==> src/include/pifo_settings.svh <==
`ifndef PIFO_SETTINGS_SVH
`define PIFO_SETTINGS_SVH

// in-flight packet slots
`define PIFO_SLOTS 8

// processing cores
`define PIFO_CONS 4

`define PIFO_PORTS 2      // output ports

// longest program a descriptor may carry
`define PIFO_STGS 3

`define PIFO_HNDL_W 16    // packet handle width

`define PIFO_AQ_DEPTH 4   // arrival fifo entries

`endif

==> src/pifo_pkg.sv <==
`default_nettype none
`include "pifo_settings.svh"

package pifo_pkg;

  localparam int SLOT_W = (`PIFO_SLOTS > 1) ? $clog2(`PIFO_SLOTS) : 1;
  localparam int CONS_W = (`PIFO_CONS > 1) ? $clog2(`PIFO_CONS) : 1;
  localparam int PORT_W = (`PIFO_PORTS > 1) ? $clog2(`PIFO_PORTS) : 1;
  localparam int STG_W  = $clog2(`PIFO_STGS + 1);  // holds 0 up to a full program

  typedef logic [SLOT_W-1:0]       slot_t;
  typedef logic [CONS_W-1:0]       cons_t;
  typedef logic [PORT_W-1:0]       port_t;
  typedef logic [STG_W-1:0]        stg_t;
  typedef logic [`PIFO_HNDL_W-1:0] hndl_t;

  typedef enum logic [1:0] {
    SLOT_FREE,
    SLOT_WAIT,  // ready for the next stage
    SLOT_BUSY,  // sitting at a consumer
    SLOT_DONE
  } slot_state_t;

  // arrival word, prog[0] is the first consumer
  typedef struct packed {
    hndl_t                       hndl;
    port_t                       port;
    stg_t                        nstg;
    cons_t [`PIFO_STGS-1:0]      prog;
  } desc_t;

  typedef struct packed {
    slot_t slot;
    cons_t cons;
    stg_t  stg;   // stage index being run
    hndl_t hndl;
  } disp_t;

  typedef struct packed {
    slot_t slot;
    hndl_t hndl;
  } ret_t;

  typedef struct packed {
    slot_t slot;
    hndl_t hndl;
    stg_t  stg;   // stages completed
  } egr_t;

endpackage

`default_nettype wire

==> src/dispatch_queue.sv <==
`timescale 1ns/1ps
`default_nettype none
`include "pifo_settings.svh"

module dispatch_queue (
  input  wire                                  clk,
  input  wire                                  rst_n,
  input  wire                                  disp_go,
  input  wire pifo_pkg::disp_t                 disp_item,
  output logic [`PIFO_CONS-1:0]                disp_free,
  output logic [`PIFO_CONS-1:0]                p_vld,
  output pifo_pkg::disp_t [`PIFO_CONS-1:0]     p_item,
  input  wire [`PIFO_CONS-1:0]                 p_bp
);

  localparam int NC = `PIFO_CONS;

  logic [NC-1:0] load;

  always_comb begin
    for (int c = 0; c < NC; c++) begin
      load[c] = disp_go && (disp_item.cons == pifo_pkg::cons_t'(c));
    end
  end

  // free also when the current item leaves this cycle
  assign disp_free = ~p_vld | ~p_bp;

  always_ff @(posedge clk) begin
    for (int c = 0; c < NC; c++) begin
      if (load[c]) p_item[c] <= disp_item;
    end
  end

  always_ff @(posedge clk or negedge rst_n) begin
    if (!rst_n) begin
      p_vld <= '0;
    end else begin
      for (int c = 0; c < NC; c++) begin
        if (load[c]) p_vld[c] <= 1'b1;
        else if (!p_bp[c]) p_vld[c] <= 1'b0;  // taken by the consumer
      end
    end
  end

endmodule

`default_nettype wire

==> config.mk <==
export PLATFORM = sky130hd
export DESIGN_NAME = dispatch_queue
export DESIGN_NICKNAME = d
export VERILOG_FILES = /design/src/pifo_pkg.sv /design/src/dispatch_queue.sv
export VERILOG_INCLUDE_DIRS = /design/src /design/src/include
export SDC_FILE = /design/constraint.sdc
export NUM_CORES = 1
export LEC_CHECK = 0
export ABC_AREA = 0
export ABC_CLOCK_PERIOD_IN_PS = 850
export BUFFER_PORTS_ARGS = -buffer_cell sky130_fd_sc_hd__buf_2
export CORE_MARGIN = 2
export CORE_UTILIZATION = 46
export CTS_CLUSTER_DIAMETER = 200
export DETAILED_ROUTE_END_ITERATION = 16
export PLACE_DENSITY = 0.78
export SLEW_MARGIN = 20
export SYNTH_ARGS = -nofsm -noshare
export SYNTH_HDL_FRONTEND = slang
export SYNTH_SLANG_ARGS = --single-unit
==> constraint.sdc <==
create_clock -name clk -period 0.85 [get_ports clk]
set_clock_uncertainty 0.15 [all_clocks]
set_input_delay 0.085 -clock clk [delete_from_list [all_inputs] [get_ports clk]]
set_output_delay 0.085 -clock clk [all_outputs]
set_load 0.02 [all_outputs]
==> results.ini, run 1 <==
[placed_design]
place_hpwl_microns=4360
gp_routability_congestion=0.763
dp.cells=328
placed_area_sq_mm=0.00391
port_buffers=129

[critical_path]
cpLargestDelayFamily=flip-flops
arrival_ns=0.98
criticalPathCategory=reg -> out
crit_path_max_fanout=1
crit_path_start_kind=flip-flop
cpMaxStageDelayCell=edfxtp_1
critPathCaptureType=primary output
critPathBufInv=1
critPathRequiredTime_ns=0.61
path_cells=buf_6
max_stage_delay_ns=0.45

[timing]
tightestPinTransition_ns=0.220
clock.fmax_ghz=0.826
maxSlewViolCount=0
fin_crit_sh=1.42
rsz0062_at_grt=yes
setup_ws_ns=-0.360
setup_viol=103
hold_ws_ns=-0.168
final_hold_viol_count=11
min_period_ns=1.21
max_slew_margin=0.853

[hold_path]
hold_class=in -> reg

[detailed_routing]
totalWireLength_microns=7890
drtIter0Drc=86
num_vias=1819
vias_per_cell=4.89
drc=0
drt-pass1-iter-count=4
wl_per_cell_microns=21.2
antenna_left=0

[cells_and_area]
layout-drive-gt1-share=0.586
multi_input_area_sq_um=146
design_area_sq_mm=0.00489
fin_cells=372
antenna_cells=0
area_growth_pct=66.0
nNetsFinal=320
seq_area_sq_mm=0.00287
fillers=309

[synth]
synthMuxAreaShare=0
synth_fa_ha_area_frac=0
synth_compound_area_frac=0.00425
post-synth-top-count-cell=edfxtp_1
synth_top_area_frac=0.938
yosysWarningCount=0
synth_cells=109
synth-seq-cells=96
syn_nets=139
synthFlopType=edfxtp_1
synth_top_family_by_area=simple AND/OR/NAND/NOR gates
synth-simple-area-share=0.0242
synthXorXnorAreaFrac=0
synth_area_sq_mm=0.00295
synth.distinct_cells=11
synth_top_area_cell=edfxtp_1
syn_avg_cell_area_sq_um=27.0
synth-edff-count=92
async_flop_share=0.0417
synth_common_cells=edfxtp_1 (92), nand2_1 (5), dfrtp_1 (4)
yosysSeqAreaShare=0.972
ys_top_cells_by_area=edfxtp_1 (94%), dfrtp_1 (3.4%), nand2_1 (0.64%)

[clock_network]
cts.sinks=96
htreeDepth=3
clkLatencyLatePin_ns=0.36
cts_made_buffers=9
clk_pin_slew_ns=0.10
cts_tree=done
clockBufferDepth=2
clockRootBuffer=clkbuf_8

[die]
initial_utilization=0.469
rows=29
die_area_sq_mm=0.00706
io_pins=130
core-area_sq_mm=0.00628
fp.dieW_microns=84.0
die_h_microns=84.0

[outcome]
status=finished with violations
violations=negative hold slack, negative setup slack

[pwr]
power_density_mw_per_mm2=1940
peakVddDrop_uv=1550
p_leak_nw=1.94

[global_route]
grt_overflow=0
grt_pass1_vias=1839
grt_max_degree=21
antenna_found_initial=0
grt_usage=0.198
grt_pass1_wl_microns=10000

[flow_run]
drv_cap=0

[path summary, 6_finish.rpt]
kind | startpoint | end | slack (ns) | cells past startpoint
worst max-delay path | p_item[76] | p_item[76] | -0.36 | 1
worst min-delay path | p_bp[2] | p_vld[2] | -0.17 | 3
worst max register to register | p_vld[1] | p_vld[1] | -0.05 | 3
worst min register to register | p_vld[0] | p_vld[0] | 0.39 | 1
max in group asynchronous | rst_n | p_vld[2] | 0.52 | 2
min in group asynchronous | rst_n | p_vld[1] | -0.11 | 2
[flip-flops by register name, summed over array words and instances, names as in the netlist]
| register | count |
|---|---|
| p_vld | 4 |
| p_item | 92 |
[layout by cell type, fill, tap and decap left out, drive strengths merged]
cell type and count:
a21o 1, and3 1, and3b 1, buf 144, clkbuf 12, clkinv 2
clkinvlp 2, dfrtp 4, dlygate4sd3 24, edfxtp 92, inv 2, nand2 5
nand2b 2, nor2 1, nor3b 1, o21ai 1
[power by group]
group | switching (W) | leakage [nW] | internal, W
combinational | 0.000613 | 0.961 | 0.000573
clock | 0.00164 | 0.0860 | 0.00111
sequential | 0.000119 | 0.894 | 0.00544
total | 0.00237 | 1.94 | 0.00712
[cell families (layout without fill, tap and decap cells)]
kind of cell | after synthesis | in the layout
buf+inv | 0 | 186
flops | 96 | 96
compound gates | 2 | 2
simple gates | 11 | 11
[per-layer routing]
layer	routed length [microns]	vias to the layer above	part of all wire	track usage
li1	-	800	-	-
met3	565	23	0.072	0.0712
met2	4160	102	0.53	0.329
met4	295	0	0.037	0.113
met5	0	-	0	0
met1	2860	894	0.36	0.219
[layout make-up]
cell class                 count  share of cell area
timing repair buffer         170               0.327
sequential                    96               0.586
multi-input combinational     13              0.0299
clock buffer                  10              0.0261
clock inverter                 6              0.0110
tap                           77              0.0197
[worst register-to-register path, stage by stage (launching register included)]
cell and delay [ns]:
dfrtp_1 0.42, nand2_4 0.07, buf_4 0.11, nand2b_4 0.04
[per-stage QoR]
stage	setup slack (ns)	power [W]	utilization	TNS, ns
floorplan	-0.472	0.00600	-	-20.42
global placement	-0.348	0.00644	0.623	-28.40
detailed placement	-0.362	0.00646	0.623	-29.81
CTS	-0.359	0.00928	0.731	-30.07
global route	-0.405	0.00978	0.779	-33.91
finish	-0.360	0.00949	0.779	-29.65
[repair_timing]
action	in CTS	in global routing
resized for setup	80	79
pin swaps	1	0
cloned	0	2
setup endpoints to repair	100	108
hold endpoints to repair	93	12
buffers inserted	2	0
hold buffers	23	1
Power figures use the tool's default switching activity.
==> inputs of run 2 (changes only) <==
--- a/config.mk
+++ b/config.mk
@@ -15,3 +15,3 @@
 export DETAILED_ROUTE_END_ITERATION = 16
-export PLACE_DENSITY = 0.78
+export PLACE_DENSITY = 0.81
 export SLEW_MARGIN = 20
--- a/constraint.sdc
+++ b/constraint.sdc
@@ -4,2 +4,2 @@
 set_output_delay 0.085 -clock clk [all_outputs]
-set_load 0.02 [all_outputs]
+set_load 0.005 [all_outputs]
==> run 2 against run 1 <==
The run still ends with negative hold slack, negative setup slack left. Combinational power fell by 40%. Register-to-register slack worse by 0.11 ns. Flip-flop and latch count stayed put. Global-route usage decreased by 0.64 points. Count of clock-buffer cells in the layout stayed put. Non-clock buffer count increased by 3. Routed wire length down 16%. Maximum frequency increased by 3.0%. Sequential share of layout area grew 6.3 points. Cell count grew 0.81%. Critical endpoint is now disp_free[3]. Clock power fell by 7.6%. Sequential power is 1% lower.
==> results.ini, run 2 (synthesis gave the netlist of run 1 again) <==
[detailed_routing]
drtIter0Drc=74  ; -14%
wl_per_cell_microns=17.7  ; -17%
drc=0  ; unchanged
drt-pass1-iter-count=4  ; unchanged
vias_per_cell=4.71  ; -3.7%
totalWireLength_microns=6620  ; -16%
antenna_left=0  ; unchanged
num_vias=1765  ; -3.0%

[cells_and_area]
fin_util=0.703  ; -0.0761
reg_top3=p_item: 92 flops, p_vld: 4 flops
layout_commonest_cell=buf_2
antenna_cells=0  ; unchanged
multi_input_area_sq_um=133  ; -9.4%
area_growth_pct=49.8
final_cell_mix=buf_2 (126), edfxtp_1 (92), dlygate4sd3_1 (24)
fillers=394  ; +28%
nNetsFinal=323  ; +0.94%
design_area_sq_mm=0.00441  ; -9.8%
largest_register_ffs=92  ; unchanged
regMostFlops=p_item
layout-drive-gt1-share=0.577  ; -0.00926
seq_area_sq_mm=0.00286  ; about the same

[die]
die_h_microns=84.0  ; unchanged
die_area_sq_mm=0.00706  ; unchanged
initial_utilization=0.469  ; unchanged
core-area_sq_mm=0.00628  ; unchanged
rows=29  ; unchanged
fp.dieW_microns=84.0  ; unchanged
io_pins=130  ; unchanged

[clock_network]
htreeDepth=3  ; unchanged
clkLatencyLatePin_ns=0.34  ; -0.02 ns
clk_pin_slew_ns=0.09  ; about the same
cts_made_buffers=9  ; unchanged
clockRootBuffer=clkbuf_8
clockBufferDepth=2  ; unchanged
cts_tree=done
cts-hold-fix-buffers=26  ; +13%
cts.sinks=96  ; unchanged

[timing]
rsz0062_at_grt=yes
setup_ws_ns=-0.325  ; +0.0355 ns
setup_viol=112  ; +8.7%
fin_crit_sh=1.38  ; -0.0418
final_hold_viol_count=6  ; -5
maxSlewViolCount=0  ; unchanged
clock.fmax_ghz=0.851  ; +3.0%
hold_ws_ns=-0.0748  ; +0.0936 ns
tightestPinTransition_ns=0.267  ; +0.0470 ns
min_period_ns=1.17  ; -0.0355 ns
max_slew_margin=0.822  ; -0.0314

[placed_design]
place_hpwl_microns=4180  ; -4.3%
gp_routability_congestion=0.785  ; +2.9%
port_buffers=129  ; unchanged
placed_area_sq_mm=0.00385  ; -1.6%

[global_route]
grt_pass1_wl_microns=9910  ; -1.2%
grt_max_degree=17  ; -19%
grt_usage=0.192  ; -0.00637
grt_overflow=0  ; unchanged
grt_pass1_vias=1862  ; +1.3%
antenna_found_initial=0  ; unchanged

[critical_path]
critPathCaptureType=primary output
crit_path_max_fanout=2  ; +1
arrival_ns=0.94  ; -0.04 ns
crit_path_start_kind=flip-flop
r2r_slack_ns=-0.16  ; -0.11 ns
r2r_start=p_vld[3]
critPathRequiredTime_ns=0.61  ; about the same
ff2ff_path_depth=4  ; +1
r2r_end=p_vld[3]
criticalPathCategory=reg -> out

[pwr]
power_density_mw_per_mm2=1980  ; +2.2%
peakVddDrop_uv=1530  ; -1.5%
p_leak_nw=1.78  ; -8.4%

[outcome]
status=finished with violations
violations=negative hold slack, negative setup slack

[flow_run]
drv_cap=0  ; unchanged

[hold_path]
hold_class=in -> async

==> run 2: final cells by class <==
type,instances,share of cell area
multi-input combinational,13,0.0301
clock inverter,6,0.00992
timing repair buffer,173,0.261
clock buffer,10,0.0289
sequential,96,0.649
tap,77,0.0218
==> run 2: critical path: stages (launching register included) <==
cell     delay [ns]
dfrtp_1        0.40
nand2_2        0.10
buf_6          0.10
==> run 2: what timing repair did <==
| action | CTS | global route |
|---|---|---|
| gates cloned | 2 | 0 |
| setup endpoints to repair | 132 | 123 |
| gates resized for setup | 14 | 10 |
| hold endpoints to repair | 100 | 6 |
| pin swaps | 4 | 2 |
| buffers inserted | 5 | 3 |
==> run 2: report_power, final <==
part	leakage [nW]	total (W)	switching [W]	internal [W]
Sequential	0.897	0.00550	0.0000702	0.00543
Clock	0.0749	0.00254	0.00147	0.00107
Combinational	0.806	0.000716	0.000330	0.000386
Total	1.78	0.00875	0.00187	0.00688
==> run 2: routing by layer <==
layer | vias to the layer above | share of wire | GRT usage | wire length (microns)
li1 | 804 | - | - | -
met1 | 867 | 0.38 | 0.234 | 2520
met2 | 80 | 0.53 | 0.320 | 3510
met3 | 14 | 0.066 | 0.0574 | 436
met4 | 0 | 0.024 | 0.0777 | 157
met5 | - | 0 | 0 | 0
==> run 2: metrics by stage <==
step                      power [W]  worst slack [ns]  hold WS (ns)  cells  setup TNS (ns)
after global routing        0.00909            -0.379       -0.0867    375          -28.92
after floorplan             0.00571            -0.472        -0.361    109          -20.34
after global placement      0.00614            -0.364        -0.258    325          -29.81
after detailed placement    0.00615            -0.390        -0.258    325          -32.88
final                       0.00875            -0.325       -0.0748    375          -24.25
after CTS                   0.00879            -0.334        -0.116    374          -26.41
==> run 2: worst max path at each step <==
stage                   from      endpoint  slack [ns]  cells past startpoint
2_1_floorplan  disp_item[19]     p_item[0]       -0.47                      1
3_3_place_gp   disp_item[19]    p_item[35]       -0.36                      3
3_5_place_dp   disp_item[19]    p_item[36]       -0.39                      3
4_1_cts             p_vld[1]  disp_free[1]       -0.33                      2
5_1_grt             p_vld[0]  disp_free[0]       -0.38                      2
6_report            p_vld[3]  disp_free[3]       -0.32                      2
==> inputs of run 3 (changes only) <==
- CORE_ASPECT_RATIO: unset -> 0.8
==> run 3 against run 2 <==
The run still ends with negative hold slack, negative setup slack left. Count of clock-buffer cells in the layout shrank 1. Combinational power shrank 3.5%. Cell count grew 1.1%. Core utilization shrank 0.19 points. Critical path depth is the same. Sequential power is essentially flat. Worst hold slack lost 0.13 ns. Die area is essentially flat. Flip-flop and latch count is the same. Setup slack lost 0.017 ns. Routed wire length shrank 4.3%. Largest cell class unchanged. Largest power group unchanged. Highest routed layer unchanged.
==> results.ini, run 3 (synthesis gave the netlist of run 1 again) <==
[detailed_routing]
drc=0  ; unchanged
antenna_left=0  ; unchanged
num_vias=1746  ; -1.1%
vias_per_cell=4.61  ; -2.1%
drt-pass1-iter-count=4  ; unchanged
totalWireLength_microns=6340  ; -4.3%
drtIter0Drc=60  ; -19%
wl_per_cell_microns=16.7  ; -5.3%

[clock_network]
clkLatencyLatePin_ns=0.35  ; about the same
cts_made_buffers=9  ; unchanged
htreeDepth=3  ; unchanged
cts.sinks=96  ; unchanged
clk_pin_slew_ns=0.09  ; about the same
cts-hold-fix-buffers=24  ; -7.7%
cts_tree=done
clockBufferDepth=2  ; unchanged
clockRootBuffer=clkbuf_8

[global_route]
antenna_found_initial=0  ; unchanged
grt_pass1_vias=1677  ; -9.9%
grt_usage=0.182  ; -0.00970
grt_pass1_wl_microns=8950  ; -9.7%
grt_max_degree=20  ; +3
grt_overflow=0  ; unchanged

[critical_path]
crit_path_start_kind=flip-flop
r2r_slack_ns=-0.08  ; +0.08 ns
critPathCaptureType=primary output
ff2ff_path_depth=2  ; -2
arrival_ns=0.96  ; +0.02 ns
crit_path_max_fanout=2  ; unchanged
critPathLaunch=p_vld[3]
r2r_start=p_vld[0]
criticalPathCategory=reg -> out
critPathRequiredTime_ns=0.61  ; about the same
r2r_end=p_vld[0]

[cells_and_area]
regMostFlops=p_item
layout-drive-gt1-share=0.576  ; -0.000910
nNetsFinal=320  ; -0.93%
layout_commonest_cell=buf_2
final_cell_mix=buf_2 (128), edfxtp_1 (92), dlygate4sd3_1 (23)
reg_top3=p_item: 92 flops, p_vld: 4 flops
largest_register_ffs=92  ; unchanged
area_growth_pct=49.4
antenna_cells=0  ; unchanged
fin_cells=379  ; +1.1%

[pwr]
peakVddDrop_uv=1480  ; -3.4%
power.internal_w=0.00716  ; +4.0%
switching_power_w=0.00187  ; +0.29%
p_leak_nw=1.77  ; -0.49%
swShare=0.208  ; -0.00605
power_density_mw_per_mm2=2050  ; +3.5%
clkPwrFrac=0.315  ; +0.025
sequentialPowerShare=0.608  ; -0.020
combPwrFrac=0.076  ; -0.006

[die]
die_h_microns=75.6  ; -10%
die_area_sq_mm=0.00707  ; about the same
rows=26  ; -10%
io_pins=130  ; unchanged
fp.dieW_microns=93.5  ; +11%
initial_utilization=0.469  ; about the same
core-area_sq_mm=0.00628  ; about the same

[placed_design]
port_buffers=129  ; unchanged
dp.cells=335  ; +3.1%
place_hpwl_microns=4260  ; +1.9%
gp_routability_congestion=0.779  ; -0.73%

[timing]
fin_crit_sh=1.40  ; +0.0197
tightestPinTransition_ns=0.210  ; -0.0562 ns
setup-tns-final_ns=-24.76  ; -0.508 ns
hold_ws_ns=-0.205  ; -0.130 ns
setup_ws_ns=-0.341  ; -0.0167 ns
min_period_ns=1.19  ; +0.0167 ns
max_slew_margin=0.860  ; +0.0375
final_hold_viol_count=11  ; +5
clock.fmax_ghz=0.839  ; -1.4%
rsz0062_at_grt=yes
maxSlewViolCount=0  ; unchanged
setup_viol=103  ; -8.0%

[flow_run]
drv_cap=0  ; unchanged

[hold_path]
whs_path_depth=1
min_from=disp_item[19]
hold_class=in -> reg
hold_end=p_item[88]

[outcome]
status=finished with violations
violations=negative hold slack, negative setup slack

run 3: cell count changes in the layout (fill, tap and decap cells not counted), moves of 2 or more:
cell        previous run  this run
buf_6                  7         1
buf_4                  8        11
buf_2                126       128
clkinvlp_4             4         2
run 3: worst max path at each step:
stage	end	slack, ns
2_1_floorplan	p_item[0]	-0.47
3_3_place_gp	p_item[39]	-0.38
3_5_place_dp	p_item[39]	-0.40
4_1_cts	disp_free[3]	-0.33
5_1_grt	disp_free[3]	-0.38
6_report	disp_free[3]	-0.34
run 3: what timing repair did:
| item | in CTS | in global routing |
|---|---|---|
| gates cloned | 1 | 0 |
| buffers inserted | 3 | 2 |
| pin swaps | 3 | 1 |
| setup endpoints to repair | 116 | 113 |
| resized for setup | 8 | 3 |
| hold endpoints to repair | 97 | 11 |
run 3: routing by layer:
metal,up-vias,track usage,part of all wire,routed length (microns)
li1,795,-,-,-
met1,849,0.215,0.40,2520
met2,92,0.309,0.50,3180
met3,10,0.0653,0.081,512
met4,0,0.0801,0.020,126
met5,-,0,0,0
run 3: layout make-up:
cell class                 count  area (sq um)
clock inverter                 7          71.3
multi-input combinational     13           134
sequential                    96          2860
timing repair buffer         170          1100
clock buffer                   9           124
fill                         416          1880
tap                           84           105
run 3: metrics by stage:
step | setup slack (ns) | hold WS [ns] | power (W) | area, sq um | util
after floorplan | -0.472 | -0.361 | 0.00571 | 2980 | -
after global placement | -0.384 | -0.252 | 0.00615 | 3880 | 0.618
after detailed placement | -0.400 | -0.253 | 0.00617 | 3880 | 0.618
after CTS | -0.325 | -0.220 | 0.00910 | 4390 | 0.699
after global routing | -0.385 | -0.223 | 0.00934 | 4400 | 0.701
final | -0.341 | -0.205 | 0.00903 | 4400 | 0.701
run 3: worst max-delay path: stages, from the launching register on:
cell	delay, ns
dfrtp_1	0.42
nand2_2	0.09
buf_2	0.11
run 3: power groups by stage:
stage	Combinational, W	Sequential (W)	Clock (W)
5_1_grt	0.000751	0.00552	0.00308
2_1_floorplan	0.0000832	0.00563	0
4_1_cts	0.000684	0.00550	0.00292
3_5_place_dp	0.000567	0.00560	0
3_3_place_gp	0.000547	0.00560	0
6_report	0.000691	0.00550	0.00285
